File: src/logic/cache_pkg.sv
`default_nettype none

package cache_pkg;

    localparam int ADDR_W      = 32;
    localparam int DATA_W      = 32;
    localparam int STRB_W      = DATA_W / 8;   // one strobe per byte lane
    localparam int OFFSET_BITS = 2;            // byte offset inside a word
    localparam int SET_BITS    = 3;
    localparam int NUM_SETS    = 8;
    localparam int TAG_BITS    = 27;           // address above bit 4

    localparam int MEM_WORDS   = 256;
    localparam int MEM_IDX_W   = $clog2(MEM_WORDS);
    localparam int MEM_LATENCY = 3;            // cycles from request to done

    localparam logic [1:0] RESP_OKAY = 2'b00;

    // address fields as the cache sees them
    typedef struct packed {
        logic [TAG_BITS-1:0] tag;
        logic [SET_BITS-1:0] set_idx;
        logic [OFFSET_BITS-1:0] offset;
    } addr_fields_s;

    // one address word, decoded either as a flat word or as cache fields
    typedef union packed {
        logic [ADDR_W-1:0] word;    // flat view, memory index
        addr_fields_s fields;       // tag/set/offset view
    } cache_addr_u;

    // bus request handed from the front to the core
    typedef struct packed {
        logic write;
        cache_addr_u addr;
        logic [DATA_W-1:0] wdata;
    } cache_req_s;

    // single access to the data memory
    typedef struct packed {
        logic write;
        cache_addr_u addr;          // byte address, low bits ignored
        logic [DATA_W-1:0] wdata;
    } mem_req_s;

    // completed access handed to the response side
    typedef struct packed {
        logic write;
        logic [DATA_W-1:0] rdata;   // zero for writes
        logic hit;
    } cache_rsp_s;

endpackage

`default_nettype wire

File: src/logic/dm_cache_core.sv
`default_nettype none

module dm_cache_core (
    input  logic                           clk,
    input  logic                           rst,
    input  cache_pkg::cache_req_s          req,
    input  logic                           req_valid,
    output logic                           req_ready,
    output cache_pkg::mem_req_s            mem_req,
    output logic                           mem_valid,
    input  logic                           mem_done,
    input  logic [cache_pkg::DATA_W-1:0]   mem_rdata,
    output cache_pkg::cache_rsp_s          rsp,
    output logic                           rsp_valid,
    input  logic                           rsp_ready
);

    typedef enum logic [1:0] {
        ST_IDLE,
        ST_MEM_WAIT,
        ST_RESP
    } state_e;

    state_e state;

    logic [cache_pkg::NUM_SETS-1:0] valid_q;
    logic [cache_pkg::TAG_BITS-1:0] tag_q [cache_pkg::NUM_SETS];
    logic [cache_pkg::DATA_W-1:0]   data_q [cache_pkg::NUM_SETS];

    cache_pkg::cache_req_s cur;     // request being served
    logic hit_q;                    // hit status at acceptance

    logic [cache_pkg::SET_BITS-1:0] req_set;
    logic [cache_pkg::SET_BITS-1:0] cur_set;
    logic req_hit;
    logic accept;
    logic line_fill;
    logic line_upd;

    assign req_set   = req.addr.fields.set_idx;
    assign cur_set   = cur.addr.fields.set_idx;
    assign req_hit   = valid_q[req_set] && (tag_q[req_set] == req.addr.fields.tag);
    assign req_ready = (state == ST_IDLE);
    assign accept    = req_valid & req_ready;

    // line changes happen when memory answers
    assign line_fill = (state == ST_MEM_WAIT) & mem_done & ~cur.write;
    assign line_upd  = (state == ST_MEM_WAIT) & mem_done & cur.write & hit_q;

    always_ff @(posedge clk) begin
        if (rst) begin
            state     <= ST_IDLE;
            valid_q   <= '0;
            mem_valid <= 1'b0;
            rsp_valid <= 1'b0;
        end else begin
            mem_valid <= 1'b0;      // single-cycle pulse
            case (state)
                ST_IDLE: begin
                    if (accept) begin
                        if (!req.write && req_hit) begin
                            rsp_valid <= 1'b1;
                            state     <= ST_RESP;
                        end else begin
                            mem_valid <= 1'b1;
                            state     <= ST_MEM_WAIT;
                        end
                    end
                end
                ST_MEM_WAIT: begin
                    if (mem_done) begin
                        if (!cur.write) valid_q[cur_set] <= 1'b1;
                        rsp_valid <= 1'b1;
                        state     <= ST_RESP;
                    end
                end
                ST_RESP: begin
                    if (rsp_ready) begin
                        rsp_valid <= 1'b0;
                        state     <= ST_IDLE;
                    end
                end
                default: state <= ST_IDLE;
            endcase
        end
    end

    always_ff @(posedge clk) begin
        if (accept) begin
            cur   <= req;
            hit_q <= req_hit;
            mem_req.write <= req.write;
            mem_req.addr  <= req.addr;
            mem_req.wdata <= req.wdata;
            // read hit answers straight from the array
            rsp.write <= req.write;
            rsp.rdata <= data_q[req_set];
            rsp.hit   <= req_hit;
        end else if ((state == ST_MEM_WAIT) && mem_done) begin
            rsp.write <= cur.write;
            rsp.rdata <= cur.write ? '0 : mem_rdata;
            rsp.hit   <= hit_q;
        end
    end

    always_ff @(posedge clk) begin
        if (line_fill) begin
            tag_q[cur_set]  <= cur.addr.fields.tag;
            data_q[cur_set] <= mem_rdata;
        end else if (line_upd) begin
            data_q[cur_set] <= cur.wdata;   // write-through refresh
        end
    end

    a_done_expected: assert property (@(posedge clk) disable iff (rst)
        mem_done |-> (state == ST_MEM_WAIT));

    a_no_overlap: assert property (@(posedge clk) disable iff (rst)
        !(rsp_valid && req_ready));

endmodule

`default_nettype wire

File: config.mk
export PLATFORM = sky130hd
export DESIGN_NAME = dm_cache_core
export DESIGN_NICKNAME = d
export VERILOG_FILES = /design/src/logic/cache_pkg.sv /design/src/logic/dm_cache_core.sv
export SDC_FILE = /design/constraint.sdc
export NUM_CORES = 1
export LEC_CHECK = 0
export ABC_AREA = 1
export BUFFER_PORTS_ARGS = -buffer_cell sky130_fd_sc_hd__buf_2
export CAP_MARGIN = 20
export CORE_MARGIN = 3
export CORE_UTILIZATION = 55
export CTS_BUF_LIST = sky130_fd_sc_hd__clkbuf_8
export DETAILED_ROUTE_END_ITERATION = 16
export GPL_TIMING_DRIVEN = 0
export PLACE_DENSITY = 0.73
export RECOVER_POWER = 25
export SLEW_MARGIN = 10
export SYNTH_ARGS = -nofsm -noshare
export SYNTH_HDL_FRONTEND = slang
export SYNTH_SLANG_ARGS = --single-unit
export TNS_END_PERCENT = 20
File: constraint.sdc
create_clock -name clk -period 9.5 [get_ports clk]
set_clock_uncertainty 0.05 [all_clocks]
set_input_delay 1.9 -clock clk [delete_from_list [all_inputs] [get_ports clk]]
set_output_delay 1.9 -clock clk [all_outputs]
set_load 0.05 [all_outputs]
==> metrics.txt <==
predominant post-synthesis flop cell=edfxtp_1; Max-Cap Viols=1; post-CTS setup buffer count=0; detailed placement HPWL=around 44000 µm; synthesized flop and latch total=approximately 580; level count of the clock H-tree=3; Layout Nets=2400; root buffer cell=clkbuf_8; Port Buffers=between 200 and 250; gpl congestion=~0.9; violated checks=max-capacitance violations, max-slew violations; slowest stage delay, CP=between 0.7 and 0.8 ns; Vias=about 17000; vias in the first global route=16300; worst path arrival time=between 4 and 5 ns; boundary pin count=204; Final Non-Filler Cells=2912; Seq/Total Area, Yosys=roughly three quarters; Final ANT Viol Nets=0; outcome=complete, but fails checks; number of synthesized flops with an enable pin=about 570; DIE AREA=0.0455 mm²; CP Launch Type=input port; critical setup path kind=input port to flip-flop; period utilisation layout=between 40% and 50%; design area=~0.028 mm²; placed cell count=roughly 2700; Distinct cells, synth=25; remaining global-route overflow=0; WP data required=slightly below 10 ns; Std-Cell Rows=between 70 and 80; Syn Area/Cell=between 10 and 15 µm²; CP endpoint kind=flip-flop; crit path max fanout=17; max-slew violations=30; initial antenna violation count=0; antenna cells=0; RSZ-0062 raised after global routing=false; die width=213 µm; starting DRC count in detailed routing=around 2300; final hold viol count=0; Syn Nets=2083; Critical-path top delay cell=clkbuf_1; Via density=just under 6; Syn. warnings=0; area share of the largest cell type after synthesis=72.7%; setup TNS=0 ns; Core Area=0.0422 mm²; Leakage=0.0104 µW; Post-Route WL=about 67000 µm; largest net degree at the start of global routing=47; total track usage=between 20% and 30%; PnR worst setup slack=between 5 and 6 ns; post-layout min period=roughly 4.2 ns; Async SR Flop Fraction=0%; drc violations=0; synth top area cells=edfxtp_1 (73%), nand2_1 (6.2%), o21ai_0 (4.3%); Commonest cells post-synth=edfxtp_1 (572), nand2_1 (388), nor2_1 (254); Worst-path clk slew=0.06 ns; Mapped Cells=slightly below 2000; Chip Height=213 µm; worst-skew pair later-pin latency=roughly 0.7 ns; post-cts gate resize count=0; Worst VDD drop=approximately 150 µV; Starting Density=a little under three fifths; Num CTS Buffers=92; layout cells sized above 1=15.7%; Setup WS pre-CTS=around 4.7 ns; Hold Path Class=flip-flop to flip-flop; Least-Margin Pin Slew=roughly 2 ns; Pre-Repair DR Iteration Count=6; placed cell area=approximately 0.026 mm²; P&R area growth vs syn=16.9%; clk sinks=slightly below 600; Top Family by Delay on Critical Path=buffers and inverters; # setup viols final=0; Worst slew margin=-30.1%; number of hold buffers added after cts=0; CTS tree=built; Clock Path Buffers=3; global-route wire length before repair=98000 µm; most common cell in the netlist=edfxtp_1; Cell Chain, Critical Path=clkbuf_1 -> nand2_1 -> nor2_1 -> clkbuf_1 -> nor2_1 -> buf_6 -> nor2_4 -> buf_16; Yosys top cell by area=edfxtp_1; pwr dens=203 mW/mm²; Avg WL per Cell=23.0 µm; Crit path buffers/inverters=4; Mapped Area=about 0.024 mm²; fmax=around 240 MHz
## sequential cells by signal, summed over array words and instances (netlist names)
name	count
rsp_valid	1
data_q	256
tag_q	216
valid_q	8
rsp	34
state	2
hit_q	1
mem_valid	1
cur	65
## metrics by stage
| stage | hold WS (ns) | power (µW) | util (%) |
|---|---|---|---|
| CTS | 0.395 | 5630 | 65.5 |
| global route | 0.433 | 5800 | 65.4 |
| detailed placement | 0.385 | 3590 | 61.2 |
| finish | 0.395 | 5620 | 65.4 |
| global placement | 0.383 | 3570 | 59.9 |
| floorplan | 0.390 | 3370 | - |
## logic make-up after synthesis
kind of cell | count (synthesis) | synth area share (%)
compound gates | 327 | 8.01
buf+inv | 278 | 4.72
flops | 584 | 73.7
simple gates | 792 | 13.5
## cell usage in the layout, fill, tap and decap left out, drive strengths merged
master    instances
edfxtp          572
nand2           388
nor2            254
buf             230
o21ai           229
inv             203
clkbuf          200
nand3           121
o221ai           42
clkinv           29
o22ai            24
o211ai           23
dfxtp            12
nand3b           11
nor3              8
a21oi             6
nand4             6
clkinvlp          4
bufinv            4
nor4              3
o2111ai           2
o21bai            1
or2               1
## cell type report
| cell class | instances | area, µm² |
|---|---|---|
| Fill cell | 3156 | 14600 |
| Tap cell | 539 | 674 |
| Sequential cell | 584 | 17400 |
| Timing Repair Buffer | 223 | 1390 |
| Multi-Input combinational cell | 1119 | 5210 |
| Clock buffer | 101 | 1390 |
| Inverter | 172 | 646 |
| Clock inverter | 68 | 418 |
| Buffer | 106 | 474 |
## per-layer routing
metal / vias to the layer above / share of wire, % / GRT usage (%) / wire length (µm)
met5: - / 0 / 0 / 0
met4: 0 / 3.4 / 12.5 / 2300
met2: 1166 / 44 / 43.2 / 29800
li1: 7595 / - / - / -
met1: 8141 / 39 / 42.1 / 26300
met3: 185 / 13 / 8.05 / 8670
## power by group
group	internal [µW]	switching, µW	leakage, µW	total [µW]
Combinational	128	454	0.00407	582
Sequential	2920	39.9	0.00531	2960
Clock	1090	980	0.00103	2070
Total	4140	1470	0.0104	5620
## final timing paths
kind | endpoint | from | cells after the start | slack, ns
worst max-delay path | data_q[2][0]$_DFFE_PP_ | mem_done | 8 | 5.28
worst min-delay path | rsp_valid$_SDFFE_PP0P_ | rsp_valid$_SDFFE_PP0P_ | 2 | 0.39
worst min register to register | rsp_valid$_SDFFE_PP0P_ | rsp_valid$_SDFFE_PP0P_ | 2 | 0.39
worst max register to register | data_q[2][0]$_DFFE_PP_ | state[0]$_SDFFE_PP0P_ | 9 | 6.09
## worst min-delay path: cells and delay by family (launching register included)
kind	cells	cell delay [ns]
flops	1	0.31
compound gates	1	0.05
buf+inv	1	0.04
(Power assumes the default switching activity.)
