==> config.mk <==
export PLATFORM = sky130hd
export DESIGN_NAME = axil_resp_back
export DESIGN_NICKNAME = d
export VERILOG_FILES = /design/src/logic/cache_pkg.sv /design/src/logic/axil_resp_back.sv
export SDC_FILE = /design/constraint.sdc
export NUM_CORES = 1
export LEC_CHECK = 0
export ABC_AREA = 1
export BUFFER_PORTS_ARGS = -buffer_cell sky130_fd_sc_hd__buf_4
export CAP_MARGIN = 15
export CORE_UTILIZATION = 42
export CTS_CLUSTER_DIAMETER = 50
export CTS_CLUSTER_SIZE = 8
export DETAILED_ROUTE_END_ITERATION = 12
export PLACE_DENSITY = 0.82
export SLEW_MARGIN = 20
export SYNTH_ARGS = -nofsm -noshare
export SYNTH_HDL_FRONTEND = slang
export SYNTH_SLANG_ARGS = --single-unit
export TNS_END_PERCENT = 50
==> constraint.sdc <==
create_clock -name clk -period 2.3 [get_ports clk]
set_input_delay 0.46 -clock clk [delete_from_list [all_inputs] [get_ports clk]]
set_output_delay 0.46 -clock clk [all_outputs]
set_load 0.1 [all_outputs]
==> src/logic/cache_pkg.sv <==
`default_nettype none

package cache_pkg;

    localparam int ADDR_W      = 32;
    localparam int DATA_W      = 32;
    localparam int STRB_W      = DATA_W / 8;   // one strobe per byte lane
    localparam int OFFSET_BITS = 2;            // byte offset inside a word
    localparam int SET_BITS    = 3;
    localparam int NUM_SETS    = 8;
    localparam int TAG_BITS    = 27;           // address above bit 4

    localparam int MEM_WORDS   = 256;
    localparam int MEM_IDX_W   = $clog2(MEM_WORDS);
    localparam int MEM_LATENCY = 3;            // cycles from request to done

    localparam logic [1:0] RESP_OKAY = 2'b00;

    // address fields as the cache sees them
    typedef struct packed {
        logic [TAG_BITS-1:0] tag;
        logic [SET_BITS-1:0] set_idx;
        logic [OFFSET_BITS-1:0] offset;
    } addr_fields_s;

    // one address word, decoded either as a flat word or as cache fields
    typedef union packed {
        logic [ADDR_W-1:0] word;    // flat view, memory index
        addr_fields_s fields;       // tag/set/offset view
    } cache_addr_u;

    // bus request handed from the front to the core
    typedef struct packed {
        logic write;
        cache_addr_u addr;
        logic [DATA_W-1:0] wdata;
    } cache_req_s;

    // single access to the data memory
    typedef struct packed {
        logic write;
        cache_addr_u addr;          // byte address, low bits ignored
        logic [DATA_W-1:0] wdata;
    } mem_req_s;

    // completed access handed to the response side
    typedef struct packed {
        logic write;
        logic [DATA_W-1:0] rdata;   // zero for writes
        logic hit;
    } cache_rsp_s;

endpackage

`default_nettype wire

==> src/logic/axil_resp_back.sv <==
`default_nettype none

module axil_resp_back (
    input  logic                           clk,
    input  logic                           rst,
    input  cache_pkg::cache_rsp_s          rsp,
    input  logic                           rsp_valid,
    output logic                           rsp_ready,
    output logic [cache_pkg::DATA_W-1:0]   rdata,
    output logic [1:0]                     rresp,
    output logic                           rvalid,
    output logic                           rhit,
    input  logic                           rready,
    output logic [1:0]                     bresp,
    output logic                           bvalid,
    input  logic                           bready
);

    logic rsp_take;

    // take a response only into an empty slot
    assign rsp_ready = rsp.write ? ~bvalid : ~rvalid;
    assign rsp_take  = rsp_valid & rsp_ready;

    assign rresp = cache_pkg::RESP_OKAY;
    assign bresp = cache_pkg::RESP_OKAY;

    always_ff @(posedge clk) begin
        if (rst) begin
            rvalid <= 1'b0;
            bvalid <= 1'b0;
        end else begin
            if (rvalid && rready) rvalid <= 1'b0;
            if (bvalid && bready) bvalid <= 1'b0;
            if (rsp_take) begin
                if (rsp.write) bvalid <= 1'b1;
                else rvalid <= 1'b1;
            end
        end
    end

    always_ff @(posedge clk) begin
        if (rsp_take && !rsp.write) begin
            rdata <= rsp.rdata;
            rhit  <= rsp.hit;   // travels with rdata
        end
    end

endmodule

`default_nettype wire

==> results of run 1 <==
==> through the flow <==
step | utilization (%) | std cells | total power [W]
after floorplan | - | 56 | 0.00100
after global placement | 68.8 | 157 | 0.00109
after detailed placement | 68.8 | 157 | 0.00110
after CTS | 70.7 | 164 | 0.00138
after global routing | 70.7 | 164 | 0.00141
final | 70.7 | 164 | 0.00136
==> flip-flops by register name (all words and copies together), names as in the netlist <==
name	flops
rhit	1
rvalid	1
rdata	32
bvalid	1
==> layout make-up <==
type	count	area, sq um
Sequential cell	35	1030
Multi-Input combinational cell	13	61.3
Fill cell	166	733
Tap cell	30	37.5
Inverter	4	15.0
Timing Repair Buffer	75	576
Clock inverter	2	8.76
Clock buffer	5	37.5
==> power by group through the flow <==
stage / clock, W / combinational [W] / sequential [W]
finish: 0.000282 / 0.000343 / 0.000739
floorplan: 0 / 0.0000598 / 0.000943
global route: 0.000317 / 0.000354 / 0.000741
CTS: 0.000291 / 0.000345 / 0.000739
global placement: 0 / 0.000342 / 0.000752
detailed placement: 0 / 0.000345 / 0.000754
==> worst max-delay path, cell delays in order, from the launching register on <==
cell     delay [ns]
dfxtp_1        0.33
inv_1          0.08
nand2_1        0.07
o21ai_2        0.06
buf_4          0.30
==> synth_stat cells, drive strengths merged <==
cell     n
buf      4
dfxtp    2
conb     1
a21oi    2
edfxtp  33
nor2     1
nand3    1
nand2    4
o21ai    1
inv      4
==> layer usage <==
metal | track usage, % | up-vias | part of all wire, %
li1 | - | 348 | -
met1 | 18.4 | 329 | 37
met2 | 24.5 | 52 | 49
met3 | 7.91 | 4 | 12
met4 | 10.5 | 0 | 2.1
met5 | 0 | - | 0
==> cell usage in the layout (no fill, tap or decap), types with 2 or more instances in the layout <==
cell and n:
clkbuf_4 5, inv_1 4, dfxtp_1 2, nand2_1 4, edfxtp_1 33, buf_4 74
conb_1 4
==> cell families after synthesis <==
kind of cell	count (synthesis)	synth area share, %
AOI/OAI and AO/OA	3	1.67
buffers and inverters	8	4.01
DFF	35	91.9
other	1	0.334
and+or+nand+nor	6	2.12
==> worst paths after layout <==
kind	from	to	slack, ns	cells past startpoint
worst min register to register	bvalid	bvalid	0.48	2
worst max-delay path	bvalid	rsp_ready	0.70	4
worst max register to register	rvalid	rdata[31]	0.88	4
worst min-delay path	rst	rvalid	0.30	2
==> qor.csv, run 1 <==
metric;value;unit
skew;0.00388;ns
switching_share;32.7;%
final.period_utilization;69.5;%
hold_viol_final;0;
ios;79;
cts_max_path_buffers;2;
finalSetupViolCount;0;
fin_area;1770;sq um
gp_congestion;0.658;
port_buffers;74;
die_area;2880;sq um
clk_latency;0.31;ns
grt_setup_unrepaired;no;
track_usage;16.3;%
crit_arrival;1.14;ns
power_frac_comb;25.2;%
cp_max_fo;3;
dp_hpwl;1.82;mm
slew_violations;0;
required;1.84;ns
timing.final.crit_period;1.60;ns
drc;0;
fin_nets;173;
grt_pass1_wl;2.90;mm
rows;18;
synth.area.top_cells;edfxtp_1 88%, dfxtp_1 3.6%, buf_4 2.7%, inv_1 1.3%, nand2_1 1.3%;
viasPerCell;4.47;
ys_seq_elements;35;
drive_above_1_share;61.9;%
dieWidth;53.7;microns
antenna_found_initial;0;
diodes;0;
start_util;44.9;%
cts.repair.resized;0;
holdBufCountCts;0;
ys_seq_area_share;91.9;%
dieHeight;53.7;microns
wirelength;2.26;mm
tritoncts;built;
post_drt_wl_per_cell;13.8;microns
synth_area_leader_cell;edfxtp_1;
path_class;reg -> out;
dr_total_vias;733;
numCtsBuffers;5;
grt_max_degree;24;
htreeDepth;2;
seq_power_share;54.2;%
avgSynthCellArea;21.2;sq um
pre_cts_ws;0.624;ns
path_clk_slew;0.09;ns
synth_area;1120;sq um
postRouteAntennaNets;0;
first_iter_violations;11;
max_cap_violations;0;
p_leak;0.767;nW
tns;0;ns
power_density;772;nW/um^2
cts.sinks;35;
gr-total-overflow;0;
first_global_vias;633;
first_pass_iters;4;
switching_power;0.000446;W
end_kind;output pin;
yosysUniqueCellTypes;11;
cts-root-buf;clkbuf_4;
start_kind;flip-flop;
cts_setup_buffers;0;
ir_worst_vdd;530;uV
synth_top_area_share;88.3;%
clkPwrFrac;20.6;%
p_int;0.000918;W
yosysWarnings;0;
postSynthCellCount;53;
status;finished clean;
whs;0.302;ns
hp-class;in -> reg;
setup_slack;0.702;ns
area_growth;57.4;%
coreArea;2500;sq um
dpl-instance-area;1720;sq um
fmax;0.626;GHz
Power figures use the tool's default switching activity.
==> run 2, diff against run 1 <==
--- a/config.mk
+++ b/config.mk
@@ -8,11 +8,11 @@
 export ABC_AREA = 1
 export BUFFER_PORTS_ARGS = -buffer_cell sky130_fd_sc_hd__buf_4
 export CAP_MARGIN = 15
-export CORE_UTILIZATION = 42
+export CORE_UTILIZATION = 39
 export CTS_CLUSTER_DIAMETER = 50
 export CTS_CLUSTER_SIZE = 8
 export DETAILED_ROUTE_END_ITERATION = 12
-export PLACE_DENSITY = 0.82
+export PLACE_DENSITY = 0.77
 export SLEW_MARGIN = 20
 export SYNTH_ARGS = -nofsm -noshare
 export SYNTH_HDL_FRONTEND = slang
==> constraint.sdc (replaced) <==
create_clock -name clk -period 1.5 [get_ports clk]
set_input_delay 0.3 -clock clk [delete_from_list [all_inputs] [get_ports clk]]
set_output_delay 0.3 -clock clk [all_outputs]
set_load 0.1 [all_outputs]
==> run 2 against run 1 <==
Net effect: clock skew is 0.0020 ns higher; sequential cell count unchanged; global-route usage decreased by 1.2 points; combinational power increased by 55%; cell count up 1.2%; first-iteration DRC count is 73% higher; utilization down 4.4 points; non-clock buffer count unchanged.
==> qor.csv, run 2 (synthesis results as in run 1) <==
metric;value;unit
layout_common_cells;73 x buf_4, 33 x edfxtp_1, 5 x clkbuf_4;
drive_above_1_share;64.4;%
htreeDepth;2;
hp-class;in -> reg;
finalSetupViolCount;0;
first_global_vias;696;
area_growth;61.3;%
cts_max_path_buffers;2;
slew_violations;0;
seq_power_share;49.3;%
timing.final.crit_period;1.39;ns
setup_slack;0.115;ns
clk_latency;0.31;ns
max_cap_violations;0;
final.period_utilization;92.3;%
cts.sinks;35;
port_buffers;74;
grt_max_degree;34;
power;0.00229;W
p_leak;0.775;nW
wirelength;2.27;mm
track_usage;15.1;%
end_kind;output pin;
hold_viol_final;0;
skew;0.00587;ns
fin_nets;173;
layout_commonest_cell;buf_4;
cts_setup_buffers;0;
required;1.20;ns
grt_pass1_wl;3.31;mm
switching_power;0.000707;W
ios;79;
die_area;3100;sq um
drc;0;
clkPwrFrac;27.5;%
p_int;0.00159;W
fmax;0.722;GHz
coreArea;2730;sq um
switching_share;30.8;%
tns;0;ns
path_clk_slew;0.10;ns
dr_total_vias;739;
cts-root-buf;clkbuf_4;
rows;19;
cp_max_fo;3;
gp_congestion;0.742;
antenna_found_initial;0;
numCtsBuffers;5;
power_density;1270;nW/um^2
dp_hpwl;1.74;mm
grt_setup_unrepaired;no;
ff2ff_setup_slack;0.33;ns
path_class;reg -> out;
tritoncts;built;
regMostFlops;rdata;
first_iter_violations;19;
dieHeight;55.6;microns
first_pass_iters;4;
diodes;0;
crit_arrival;1.09;ns
start_util;41.1;%
gr-total-overflow;0;
holdBufCountCts;0;
ir_worst_vdd;784;uV
power_frac_comb;23.1;%
viasPerCell;4.45;
postRouteAntennaNets;0;
largest_reg_flops;32;
start_kind;flip-flop;
status;finished clean;
dieWidth;55.6;microns
post_drt_wl_per_cell;13.7;microns
pre_cts_ws;0.222;ns
-- run 2: critical path, stage by stage, from the launching register on --
cell and delay [ns]:
dfxtp_2 0.34, inv_1 0.07, nand2_1 0.07, o21ai_2 0.06, buf_6 0.24
-- run 2: final cells by class --
class                           count  area (sq um)
Inverter                            4          18.8
Sequential cell                    35          1040
Fill cell                         195           923
Clock inverter                      3          38.8
Timing Repair Buffer               75           579
Tap cell                           31          38.8
Multi-Input combinational cell     13          61.3
Clock buffer                        5          37.5
-- run 2: routing by layer --
| metal | track usage [%] | up-vias | routed length (microns) |
|---|---|---|---|
| met5 | 0 | - | 0 |
| met4 | 7.50 | 0 | 21 |
| met3 | 7.91 | 2 | 281 |
| met2 | 25.1 | 52 | 1140 |
| met1 | 15.6 | 340 | 830 |
| li1 | - | 345 | - |
-- run 2: path summary, 6_finish.rpt --
path                            cells after the start   endpoint   start
worst min-delay path                                2     rvalid     rst
worst max-delay path                                4  rsp_ready  bvalid
worst min register to register                      2     bvalid  bvalid
worst max register to register                      4  rdata[26]  rvalid
-- run 2: timing repair --
item                                   CTS  global route
resized for setup                        0             1
endpoints found under the hold margin    0             0
setup endpoints to repair                0             1
-- run 2: through the flow --
step | util, % | cell area [sq um] | hold slack [ns] | std cells
global route | 66.2 | 1810 | 0.110 | 166
detailed placement | 63.3 | 1730 | 0.464 | 158
floorplan | - | 1150 | 0.353 | 56
global placement | 63.3 | 1730 | 0.455 | 158
finish | 66.2 | 1810 | 0.137 | 166
CTS | 66.1 | 1810 | 0.123 | 166
-- run 2: power by group through the flow --
stage	registers [W]	logic, W	clock network (W)
6_report	0.00113	0.000531	0.000631
5_1_grt	0.00113	0.000544	0.000691
4_1_cts	0.00113	0.000530	0.000646
3_5_place_dp	0.00115	0.000530	0
3_3_place_gp	0.00115	0.000523	0
2_1_floorplan	0.00145	0.0000929	0
