`src/logic/cache_pkg.sv`:
```
`default_nettype none

package cache_pkg;

    localparam int ADDR_W      = 32;
    localparam int DATA_W      = 32;
    localparam int STRB_W      = DATA_W / 8;   // one strobe per byte lane
    localparam int OFFSET_BITS = 2;            // byte offset inside a word
    localparam int SET_BITS    = 3;
    localparam int NUM_SETS    = 8;
    localparam int TAG_BITS    = 27;           // address above bit 4

    localparam int MEM_WORDS   = 256;
    localparam int MEM_IDX_W   = $clog2(MEM_WORDS);
    localparam int MEM_LATENCY = 3;            // cycles from request to done

    localparam logic [1:0] RESP_OKAY = 2'b00;

    // address fields as the cache sees them
    typedef struct packed {
        logic [TAG_BITS-1:0] tag;
        logic [SET_BITS-1:0] set_idx;
        logic [OFFSET_BITS-1:0] offset;
    } addr_fields_s;

    // one address word, decoded either as a flat word or as cache fields
    typedef union packed {
        logic [ADDR_W-1:0] word;    // flat view, memory index
        addr_fields_s fields;       // tag/set/offset view
    } cache_addr_u;

    // bus request handed from the front to the core
    typedef struct packed {
        logic write;
        cache_addr_u addr;
        logic [DATA_W-1:0] wdata;
    } cache_req_s;

    // single access to the data memory
    typedef struct packed {
        logic write;
        cache_addr_u addr;          // byte address, low bits ignored
        logic [DATA_W-1:0] wdata;
    } mem_req_s;

    // completed access handed to the response side
    typedef struct packed {
        logic write;
        logic [DATA_W-1:0] rdata;   // zero for writes
        logic hit;
    } cache_rsp_s;

endpackage

`default_nettype wire

```
`src/logic/axil_req_front.sv`:
```
`default_nettype none

module axil_req_front (
    input  logic                           clk,
    input  logic                           rst,
    input  logic [cache_pkg::ADDR_W-1:0]   awaddr,
    input  logic                           awvalid,
    output logic                           awready,
    input  logic [cache_pkg::DATA_W-1:0]   wdata,
    input  logic [cache_pkg::STRB_W-1:0]   wstrb,
    input  logic                           wvalid,
    output logic                           wready,
    input  logic [cache_pkg::ADDR_W-1:0]   araddr,
    input  logic                           arvalid,
    output logic                           arready,
    output cache_pkg::cache_req_s          req,
    output logic                           req_valid,
    input  logic                           req_ready
);

    logic aw_full;
    logic w_full;
    logic ar_full;
    logic [cache_pkg::ADDR_W-1:0] aw_addr;
    logic [cache_pkg::ADDR_W-1:0] ar_addr;
    logic [cache_pkg::DATA_W-1:0] w_data;

    logic aw_take;
    logic w_take;
    logic ar_take;
    logic aw_full_n;
    logic w_full_n;
    logic ar_full_n;
    logic req_valid_n;
    cache_pkg::cache_req_s req_n;

    assign aw_take = awvalid & awready;
    assign w_take  = wvalid & wready;
    assign ar_take = arvalid & arready;

    always_comb begin
        aw_full_n   = aw_full | aw_take;
        w_full_n    = w_full | w_take;
        ar_full_n   = ar_full | ar_take;
        req_valid_n = req_valid & ~req_ready;   // held request still waiting
        req_n       = req;
        if (!req_valid_n && ar_full) begin      // reads go first
            req_n.write     = 1'b0;
            req_n.addr.word = ar_addr;
            req_n.wdata     = '0;
            ar_full_n       = 1'b0;
            req_valid_n     = 1'b1;
        end else if (!req_valid_n && aw_full && w_full) begin
            req_n.write     = 1'b1;
            req_n.addr.word = aw_addr;
            req_n.wdata     = w_data;
            aw_full_n       = 1'b0;
            w_full_n        = 1'b0;
            req_valid_n     = 1'b1;
        end
    end

    always_ff @(posedge clk) begin
        if (rst) begin
            aw_full   <= 1'b0;
            w_full    <= 1'b0;
            ar_full   <= 1'b0;
            req_valid <= 1'b0;
            awready   <= 1'b0;
            wready    <= 1'b0;
            arready   <= 1'b0;
        end else begin
            aw_full   <= aw_full_n;
            w_full    <= w_full_n;
            ar_full   <= ar_full_n;
            req_valid <= req_valid_n;
            // no new beats while a request sits at the core
            awready   <= ~aw_full_n & ~req_valid_n;
            wready    <= ~w_full_n & ~req_valid_n;
            arready   <= ~ar_full_n & ~req_valid_n;
        end
    end

    always_ff @(posedge clk) begin
        if (aw_take) aw_addr <= awaddr;
        if (w_take) w_data <= wdata;
        if (ar_take) ar_addr <= araddr;
        req <= req_n;
    end

    // partial writes are not supported
    a_wstrb_full: assert property (@(posedge clk) disable iff (rst)
        w_take |-> (wstrb == '1));

    a_req_hold: assert property (@(posedge clk) disable iff (rst)
        (req_valid && !req_ready) |=> (req_valid && $stable(req)));

endmodule

`default_nettype wire

```
`config.mk`:
```
export PLATFORM = sky130hd
export DESIGN_NAME = axil_req_front
export DESIGN_NICKNAME = d
export VERILOG_FILES = /design/src/logic/cache_pkg.sv /design/src/logic/axil_req_front.sv
export SDC_FILE = /design/constraint.sdc
export NUM_CORES = 1
export LEC_CHECK = 0
export BUFFER_PORTS_ARGS = -buffer_cell sky130_fd_sc_hd__buf_2
export CAP_MARGIN = 20
export CORE_MARGIN = 10
export CORE_UTILIZATION = 25
export CTS_CLUSTER_SIZE = 25
export DETAILED_ROUTE_END_ITERATION = 10
export SETUP_SLACK_MARGIN = 0.1
export SLEW_MARGIN = 20
export SYNTH_ARGS = -nofsm -noshare
export SYNTH_HDL_FRONTEND = slang
export SYNTH_SLANG_ARGS = --single-unit
export TNS_END_PERCENT = 1
```
`constraint.sdc`:
```
create_clock -name clk -period 4.1 [get_ports clk]
set_clock_uncertainty 0.2 [all_clocks]
set_input_delay 0.41 -clock clk [delete_from_list [all_inputs] [get_ports clk]]
set_output_delay 0.41 -clock clk [all_outputs]
set_load 0.02 [all_outputs]
```
==> results of run 1 <==
==> per-stage QoR <==
stage	cells	hold slack (ns)	total power, mW
after floorplan	271	0.242	2.20
after global placement	707	0.244	2.35
after detailed placement	707	0.250	2.36
after CTS	835	0.0147	4.23
after global routing	835	0.0377	4.35
final	838	0.0436	4.18
==> power breakdown <==
part	switching, mW	total [mW]	internal, mW
clock	0.641	1.79	1.14
sequential	0.0455	2.00	1.96
combinational	0.209	0.391	0.182
total	0.895	4.18	3.28
==> logic make-up after synthesis <==
| logic type | after synthesis | synth area share [%] |
|---|---|---|
| AND/OR/NAND/NOR | 20 | 2.34 |
| flip-flops | 168 | 85.1 |
| buffers and inverters | 15 | 1.83 |
| AO/OA/AOI/OAI | 68 | 10.7 |
==> flip-flops by register name, indices dropped and copies added (netlist names) <==
name       flops
w_data        32
arready        1
ar_addr       32
ar_full        1
awready        1
aw_addr       32
aw_full        1
req           65
w_full         1
wready         1
req_valid      1
==> metal layers <==
layer / part of all wire [%] / vias up
met3: 8.7 / 15
li1: - / 1645
met5: 0 / -
met4: 1.6 / 0
met1: 44 / 1676
met2: 46 / 155
==> worst max-delay path, stage by stage, from the launching register on <==
cell	delay, ns
dfxtp_1	0.35
and2_1	0.18
nor3b_4	0.18
buf_4	0.63
a22o_1	0.25
==> cell usage in the layout (no fill, tap or decap), drive strengths merged <==
cell	netlist	final
buf	13	175
edfxtp	128	128
dlygate4sd3	0	96
a22o	64	64
dfxtp	40	40
clkbuf	1	20
bufinv	0	6
and2	5	5
clkinv	0	4
diode	0	3
nor4	3	3
a21oi	3	3
nor3b	3	3
nand2b	2	2
nand2	2	2
or2	2	2
nor2	2	2
inv	1	2
and2b	1	1
a21o	1	1
clkinvlp	0	1
==> final timing paths <==
path	to	depth (start not counted)	slack [ns]	start
max	req[48]	4	2.15	w_full
min	req_valid	2	0.04	rst
max reg2reg	req[48]	4	2.15	w_full
min reg2reg	req[26]	1	0.26	w_data[26]
==> final cells by class <==
cell class	instances	area [sq um]
clock buffer	20	437
clock inverter	12	223
antenna	3	7.51
multi-input combinational	88	719
sequential	168	4640
fill	1945	13000
timing repair buffer	271	1850
tap	275	344
inverter	1	3.75
==> results by group, run 1 <==
Global routing
  • First-pass GRT wire length: 22700 um
  • Met2 usage: 15.7%
  • Vias in the first global route: 3887
  • Initial antenna violation count: 2
  • Largest net degree at the start of global routing: 67
  • Grt total ovfl: 0
  • M3 GR Usage: 4.61%
  • Gr usage total: 10.3%
  • Most Crowded Layer GR: met2
  • Grt met1 use: 12.4%

Drt
  • Via count: 3491
  • Vias per cell: 4.17
  • Wirelength per Cell: 17.3 um
  • DRC violations left: 0
  • Final Routed Wirelength: 14500 um
  • Initial detailed-routing violation count: 212
  • Length of the first detailed-routing pass in iterations: 4
  • Post-route ant nets: 0

Die
  • Ports: 175
  • Die width: 168 um
  • Die Y: 168 um
  • Initial Util: 25.7%
  • Die Area: 28100 sq um
  • Core area: 21200 sq um
  • # rows: 53

Power
  • Max VDD drop: 0.000237 V
  • Static Leak: 3.31 nW
  • Cell Pwr Density: 508 nW/um^2

Place
  • Setup WS pre-CTS: 1.97 ns
  • Port bufs: 170
  • Placed Area: 6600 sq um
  • Routability congestion estimate from global placement: 0.798
  • Hpwl dp: 9240 um

Setup path
  • Endpoint type of the worst setup path: flop
  • Crit path max fanout: 66
  • Worst EP arrival: 2.02 ns
  • Critical path class: flop to flop
  • Startpoint Class: flop
  • Critical Path RT: 4.17 ns

Synthesis
  • Sequential share of the synthesized area: 85.1%
  • Synth area leaders: edfxtp_1, dfxtp_1, a22o_1, buf_6, buf_2
  • Share of flip-flops with an asynchronous set or reset: 0%
  • Area leader, netlist: edfxtp_1
  • Most frequent cell after synthesis: edfxtp_1
  • Avg Cell Area, Syn: 20.1 sq um
  • Top_reg_cell synth: edfxtp_1
  • Syn Inst Count: 271
  • Synth unique cells: 19
  • Mapped Area: 5460 sq um
  • Flops & latches, synth: 168
  • Post-synth top area share: 70.5%
  • Synth cell count leaders: edfxtp_1, a22o_1, dfxtp_1
  • Number of synthesized flops with an enable pin: 128
  • Synth warn: 0
  • Syn_nets: 377

STA
  • Min setup slack post-route: 2.15 ns
  • Final Hold Violating Endpoints: 0
  • Setup-failing EPs final: 0
  • Final period util: 47.6%
  • FMAX: 0.513 GHz
  • Post-route setup TNS: 0 ns
  • Worst-Margin Slew: 0.907 ns
  • Final min period: 1.95 ns
  • Rel. slew slack: 39.5%
  • Slew Limit Fails: 0
  • Setup repair after global routing missed its margin: false

Clocking
  • Reg clk slew, reported paths: 0.07 ns
  • CTS Buf Count: 17
  • H-tree levels: 4
  • Clk Latency, worst-skew pair: 0.41 ns
  • Post-CTS Resized: 0
  • # hold bufs at CTS: 96
  • Clock net sink count: 168
  • CTS max path bufs: 2
  • TritonCTS clock tree: done
  • Clock Root Buffer: clkbuf_16
  • Setup Buffers After CTS: 0

Cells and area
  • Post-layout net count: 653
  • Final Core Density: 38.8%
  • Share of cells above drive strength 1: 37.3%
  • Area delta synth->final: 50.8%
  • Design area: 8230 sq um

Worst hold path
  • Hold Crit Class: input port to flop

Run
  • Max-Cap Viols: 0

Outcome
  • Outcome: complete, no violations
Power figures use the tool's default switching activity.
==> inputs of run 2 (changes only) <==
Clock period 4.1 ns to 1.66 ns, I/O delays scaled along.
==> run 2 against run 1 <==
First-iteration DRC count up 13%. Worst setup slack worse by 2.1 ns. Critical endpoint is now req[59]. Non-clock buffer count is 19 higher. Total power is 140% higher. Fmax grew 23%. Design area increased by 3.6%. Sequential power up 150%. Critical path type unchanged.
==> results by group, run 2 (synthesis gave the netlist of run 1 again) <==
Outcome
  • Outcome: complete, no violations

Worst hold path
  • Hold Crit Class: input port to flop
  • Hold_sp: req_ready

Global routing
  • Vias in the first global route: 4108 (+5.7%)
  • Largest net degree at the start of global routing: 40 (-40%)
  • Grt total ovfl: 0 (unchanged)
  • First-pass GRT wire length: 22800 um (+0.21%)
  • Initial antenna violation count: 1 (-1)
  • Gr usage total: 10.2% (-0.026 points)

Die
  • Die Area: 28100 sq um (unchanged)
  • # rows: 53 (unchanged)
  • Die Y: 168 um (unchanged)
  • Die width: 168 um (unchanged)
  • Core area: 21200 sq um (unchanged)
  • Ports: 175 (unchanged)
  • Initial Util: 25.7% (unchanged)

STA
  • Slew Limit Fails: 0 (unchanged)
  • Final Hold Violating Endpoints: 0 (unchanged)
  • Worst-Margin Slew: 0.284 ns (-0.622 ns)
  • Setup repair after global routing missed its margin: true
  • Post-route setup TNS: 0 ns (unchanged)
  • Final min period: 1.59 ns (-0.365 ns)
  • Setup-failing EPs final: 0 (unchanged)
  • FMAX: 0.631 GHz (+23%)
  • Rel. slew slack: 80.9% (+41 points)
  • Final period util: 95.5% (+48 points)

Setup path
  • Startpoint Class: flop
  • Endpoint type of the worst setup path: flop
  • Critical Path RT: 1.64 ns (-2.53 ns)
  • Worst R2R Start: aw_full
  • CP peak stage delay: 0.32 ns (-0.31 ns)
  • Slowest cell on the critical path: dfxtp_2
  • Reg-to-reg slack, setup: 0.07 ns (-2.08 ns)
  • Worst EP arrival: 1.57 ns (-0.45 ns)
  • CP Cell Sequence: and2_4, nor3b_4, buf_12, clkbuf_16, a22o_1
  • Crit path max fanout: 8 (-88%)
  • Crit path from: aw_full
  • Dominant delay contributor by cell family on the critical path: flip-flops
  • Critical path class: flop to flop
  • Crit path buf inv count: 2 (+1)

Drt
  • Via count: 3617 (+3.6%)
  • Final Routed Wirelength: 15300 um (+5.3%)
  • DRC violations left: 0 (unchanged)
  • Post-route ant nets: 0 (unchanged)
  • Wirelength per Cell: 17.9 um (+3.2%)
  • Length of the first detailed-routing pass in iterations: 7 (+3)
  • Initial detailed-routing violation count: 240 (+13%)
  • Vias per cell: 4.23 (+1.5%)

Clocking
  • CTS Buf Count: 17 (unchanged)
  • Clock net sink count: 168 (unchanged)
  • Clk Latency, worst-skew pair: 0.42 ns (about the same)
  • CTS max path bufs: 2 (unchanged)
  • H-tree levels: 4 (unchanged)
  • Clock Root Buffer: clkbuf_16
  • TritonCTS clock tree: done
  • Reg clk slew, reported paths: 0.07 ns (about the same)

Cells and area
  • Register area: 4650 sq um (about the same)
  • Most frequent cells in the layout: buf_2, edfxtp_1, dlygate4sd3_1, a22o_1, dfxtp_1
  • Final Core Density: 40.2% (+1.4 points)
  • Final Non-Filler Cells: 855 (+2.0%)
  • Area delta synth->final: 56.2%
  • Flip-flop count of the largest register after layout: 65 (unchanged)
  • Post-layout net count: 672 (+2.9%)
  • Design area: 8520 sq um (+3.6%)
  • Area of the multi-input gates: 723 sq um (+0.52%)
  • FILL cells: 1913 (-1.6%)
  • Largest register by flop count: req
  • Share of cells above drive strength 1: 40.4% (+3.1 points)
  • Commonest non-fill, non-tap cell in the layout: buf_2

Power
  • Static Leak: 3.43 nW (+3.7%)
  • Cell Pwr Density: 1160 nW/um^2 (+130%)
  • Max VDD drop: 0.000591 V (+150%)
  • Tot Pwr: 9.88 mW (+140%)

Place
  • Routability congestion estimate from global placement: 0.773 (-3.1%)
  • Port bufs: 170 (unchanged)
  • Placed cell count: 715 (+1.1%)
  • Placed Area: 6750 sq um (+2.3%)
  • Hpwl dp: 9620 um (+4.1%)

Run
  • Max-Cap Viols: 0 (unchanged)
-- run 2: power by group --
group          internal, mW  switching, mW  total [mW]
logic                 0.508          0.532        1.04
clock network          2.25           1.65        3.90
registers              4.83          0.111        4.94
total                  7.58           2.30        9.88
-- run 2: worst min-delay path: stages --
cell,delay [ns]
buf_2,0.09
nand2b_1,0.12
buf_4,0.12
a21oi_1,0.05
nor2_1,0.08
-- run 2: stage by stage --
step	hold WS, ns	setup WS, ns
6_report	0.0479	0.0744
5_1_grt	0.101	0.0508
4_1_cts	0.0253	0.0708
3_5_place_dp	0.144	0.0616
3_3_place_gp	0.143	0.0928
2_1_floorplan	0.0277	-0.190
-- run 2: final cells by class --
| type | instances | share of cell area, % |
|---|---|---|
| clock buffer | 20 | 5.61 |
| clock inverter | 12 | 1.28 |
| tap | 275 | 4.04 |
| timing repair buffer | 290 | 25.9 |
| inverter | 1 | 0.0881 |
| multi-input combinational | 88 | 8.49 |
| sequential | 168 | 54.6 |
| antenna | 1 | 0.0294 |
-- run 2: path summary, 6_finish.rpt --
| kind | depth (start not counted) | endpoint |
|---|---|---|
| min reg2reg | 1 | req[15] |
| max | 5 | req[59] |
| max reg2reg | 5 | req[59] |
| min | 5 | req[64] |
-- run 2: per-layer routing --
metal	vias up	track usage (%)	part of all wire, %
li1	1681	-	-
met1	1746	12.1	43
met2	173	15.6	46
met3	17	5.50	10
met4	0	3.56	1.3
met5	-	0	0
-- run 2: timing repair --
| action | CTS | global route |
|---|---|---|
| setup buffers | 0 | 1 |
| setup endpoints to repair | 37 | 94 |
| hold buffers | 100 | 0 |
| hold endpoints to repair | 103 | 0 |
| gates cloned | 0 | 6 |
| gates resized for setup | 1 | 4 |
==> inputs of run 3 (changes only) <==
Settings changed: CORE_MARGIN 10 to 2, CTS_BUF_LIST set to sky130_fd_sc_hd__clkbuf_8.
==> run 3 against run 2 <==
Via count decreased by 1.7%. Worst setup slack improved by 0.0069 ns. Core utilization decreased by 2.0 points. Critical endpoint is now req[44]. Critical path type unchanged. The flow now finishes with violations (negative hold slack). First-iteration DRC count is 45% lower. Sequential cell count is the same. Critical path depth is the same. Die area is 18% lower. Non-clock buffer count fell by 5. Largest power group unchanged. Register-to-register slack barely moved.
==> results by group, run 3 (synthesis gave the netlist of run 1 again) <==
Clocking
  • Clock Root Buffer: clkbuf_8
  • Clk Latency, worst-skew pair: 0.44 ns (+0.02 ns)
  • H-tree levels: 4 (unchanged)
  • # hold bufs at CTS: 99 (-1.0%)
  • TritonCTS clock tree: done
  • Reg clk slew, reported paths: 0.10 ns (+0.03 ns)
  • Clock net sink count: 168 (unchanged)
  • CTS max path bufs: 2 (unchanged)
  • CTS Buf Count: 17 (unchanged)

Global routing
  • Gr usage total: 11.9% (+1.6 points)
  • Initial antenna violation count: 1 (unchanged)
  • Vias in the first global route: 3855 (-6.2%)
  • M3 GR Usage: 5.33% (-0.17 points)
  • Grt total ovfl: 0 (unchanged)
  • Grt met1 use: 12.9% (+0.87 points)
  • First-pass GRT wire length: 20100 um (-12%)
  • Most Crowded Layer GR: met2
  • Met2 usage: 20.4% (+4.8 points)
  • Largest net degree at the start of global routing: 35 (-13%)

Setup path
  • Slowest cell on the critical path: dfxtp_2
  • Worst R2R Start: aw_full
  • Worst EP arrival: 1.58 ns (about the same)
  • Crit path max fanout: 13 (+5)
  • Startpoint Class: flop
  • Reg2reg path depth: 5 (unchanged)
  • Number of cells on the critical path: 5 (unchanged)
  • Reg-to-reg slack, setup: 0.08 ns (about the same)
  • CP peak stage delay: 0.33 ns (about the same)
  • Dominant delay contributor by cell family on the critical path: flip-flops
  • Critical Path RT: 1.66 ns (+0.02 ns)
  • Endpoint type of the worst setup path: flop
  • Critical R2R Capture: req[44]
  • Crit path buf inv count: 2 (unchanged)
  • Critical path class: flop to flop
  • CP Cell Sequence: and2_4, nor3b_4, buf_6, buf_12, a22o_1

Die
  • Initial Util: 25.2% (-0.48 points)
  • Die width: 152 um (-9.5%)
  • Ports: 175 (unchanged)
  • Core area: 21600 sq um (+1.9%)
  • Die Y: 152 um (-9.5%)
  • # rows: 54 (+1.9%)
  • Die Area: 23000 sq um (-18%)

Power
  • Static Leak: 3.31 nW (-3.4%)
  • Max VDD drop: 0.000527 V (-11%)
  • Cell Pwr Density: 1100 nW/um^2 (-4.8%)
  • Logic gate share of total power: 11.1% (+0.6 points)
  • Switching part of the total: 24.5% (+1.3 points)
  • Clock share of power: 34.8% (-4.7 points)
  • Pint: 6.88 mW (-9.3%)
  • Tot Pwr: 9.12 mW (-7.8%)
  • Switching Power: 2.23 mW (-2.7%)
  • Seq pwr share: 54.1% (+4.1 points)

Drt
  • Length of the first detailed-routing pass in iterations: 4 (-3)
  • Initial detailed-routing violation count: 132 (-45%)
  • DRC violations left: 0 (unchanged)
  • Wirelength per Cell: 15.8 um (-12%)
  • Post-route ant nets: 0 (unchanged)
  • Final Routed Wirelength: 13500 um (-12%)
  • Vias per cell: 4.17 (-1.5%)
  • Via count: 3557 (-1.7%)

STA
  • Min setup slack post-route: 0.0813 ns (+0.00689 ns)
  • Worst hold slack: -0.0319 ns (-0.0798 ns)
  • Setup repair after global routing missed its margin: true
  • Final period util: 95.1% (-0.41 points)
  • Worst-Margin Slew: 0.254 ns (-0.0306 ns)
  • Final min period: 1.58 ns (-0.00689 ns)
  • Post-route setup TNS: 0 ns (unchanged)
  • Final Hold Violating Endpoints: 2 (+2)
  • FMAX: 0.633 GHz (+0.44%)
  • Setup-failing EPs final: 0 (unchanged)
  • Rel. slew slack: 82.9% (+2.1 points)
  • Slew Limit Fails: 0 (unchanged)

Cells and area
  • Largest register by flop count: req
  • Commonest non-fill, non-tap cell in the layout: buf_2
  • Design area: 8250 sq um (-3.1%)
  • Most frequent cells in the layout: buf_2, edfxtp_1, dlygate4sd3_1, a22o_1, dfxtp_1
  • Share of cells above drive strength 1: 40.1% (-0.34 points)
  • Final Core Density: 38.2% (-2.0 points)
  • Flip-flop count of the largest register after layout: 65 (unchanged)
  • N_diodes: 0 (-1)
  • Area delta synth->final: 51.3%
  • Final Non-Filler Cells: 854 (-0.12%)
  • Post-layout net count: 667 (-0.74%)

Worst hold path
  • Hold Crit Class: input port to flop
  • Hold endpoint: ar_full
  • Hold Crit Depth: 4 (-1)
  • Hold_sp: req_ready

Place
  • Placed cell count: 719 (+0.56%)
  • Placed Area: 6740 sq um (-0.20%)
  • Port bufs: 170 (unchanged)
  • Setup WS pre-CTS: 0.00511 ns (-0.0565 ns)
  • Routability congestion estimate from global placement: 0.698 (-9.8%)
  • Hpwl dp: 8210 um (-15%)

Outcome
  • Outcome: finished, violations left
  • Violations in the final reports: negative hold slack

Run
  • Max-Cap Viols: 0 (unchanged)
run 3: worst max path at each step:
stage	startpoint	endpoint	slack, ns
detailed placement	aw_full	req[3]	0.005
global route	req_valid	req[44]	0.04
global placement	aw_full	req[31]	0.03
CTS	aw_full	req[44]	0.04
finish	aw_full	req[44]	0.08
floorplan	ar_full	req[32]	-0.19
run 3: worst register-to-register path, delay by kind of cell (launching register included):
kind | cells | cell delay, ns
AOI/OAI and AO/OA | 1 | 0.22
and+or+nand+nor | 2 | 0.31
DFF | 1 | 0.33
buffers and inverters | 2 | 0.29
run 3: metal layers:
metal | share of wire, % | vias to the layer above
met2 | 50 | 143
met5 | 0.096 | -
met4 | 1.8 | 2
met3 | 8.1 | 18
met1 | 40 | 1731
li1 | - | 1663
run 3: repair_timing:
item                       in CTS  in global routing
gates cloned                    1                  0
setup buffers                   4                  0
hold endpoints to repair      104                  3
gates resized for setup         6                  5
setup endpoints to repair      98                 95
run 3: cell type report:
type | instances | area, sq um
clock buffer | 17 | 234
clock inverter | 15 | 206
fill | 2000 | 13400
inverter | 1 | 7.51
multi-input combinational | 88 | 723
sequential | 168 | 4650
tap | 280 | 350
timing repair buffer | 285 | 2080
run 3: power groups by stage:
| stage | logic, mW | registers (mW) | clock network (mW) |
|---|---|---|---|
| CTS | 1.02 | 4.93 | 3.30 |
| global placement | 0.810 | 5.02 | 0 |
| floorplan | 0.242 | 5.19 | 0 |
| detailed placement | 0.827 | 5.02 | 0 |
| finish | 1.01 | 4.93 | 3.17 |
| global route | 1.10 | 4.96 | 3.46 |
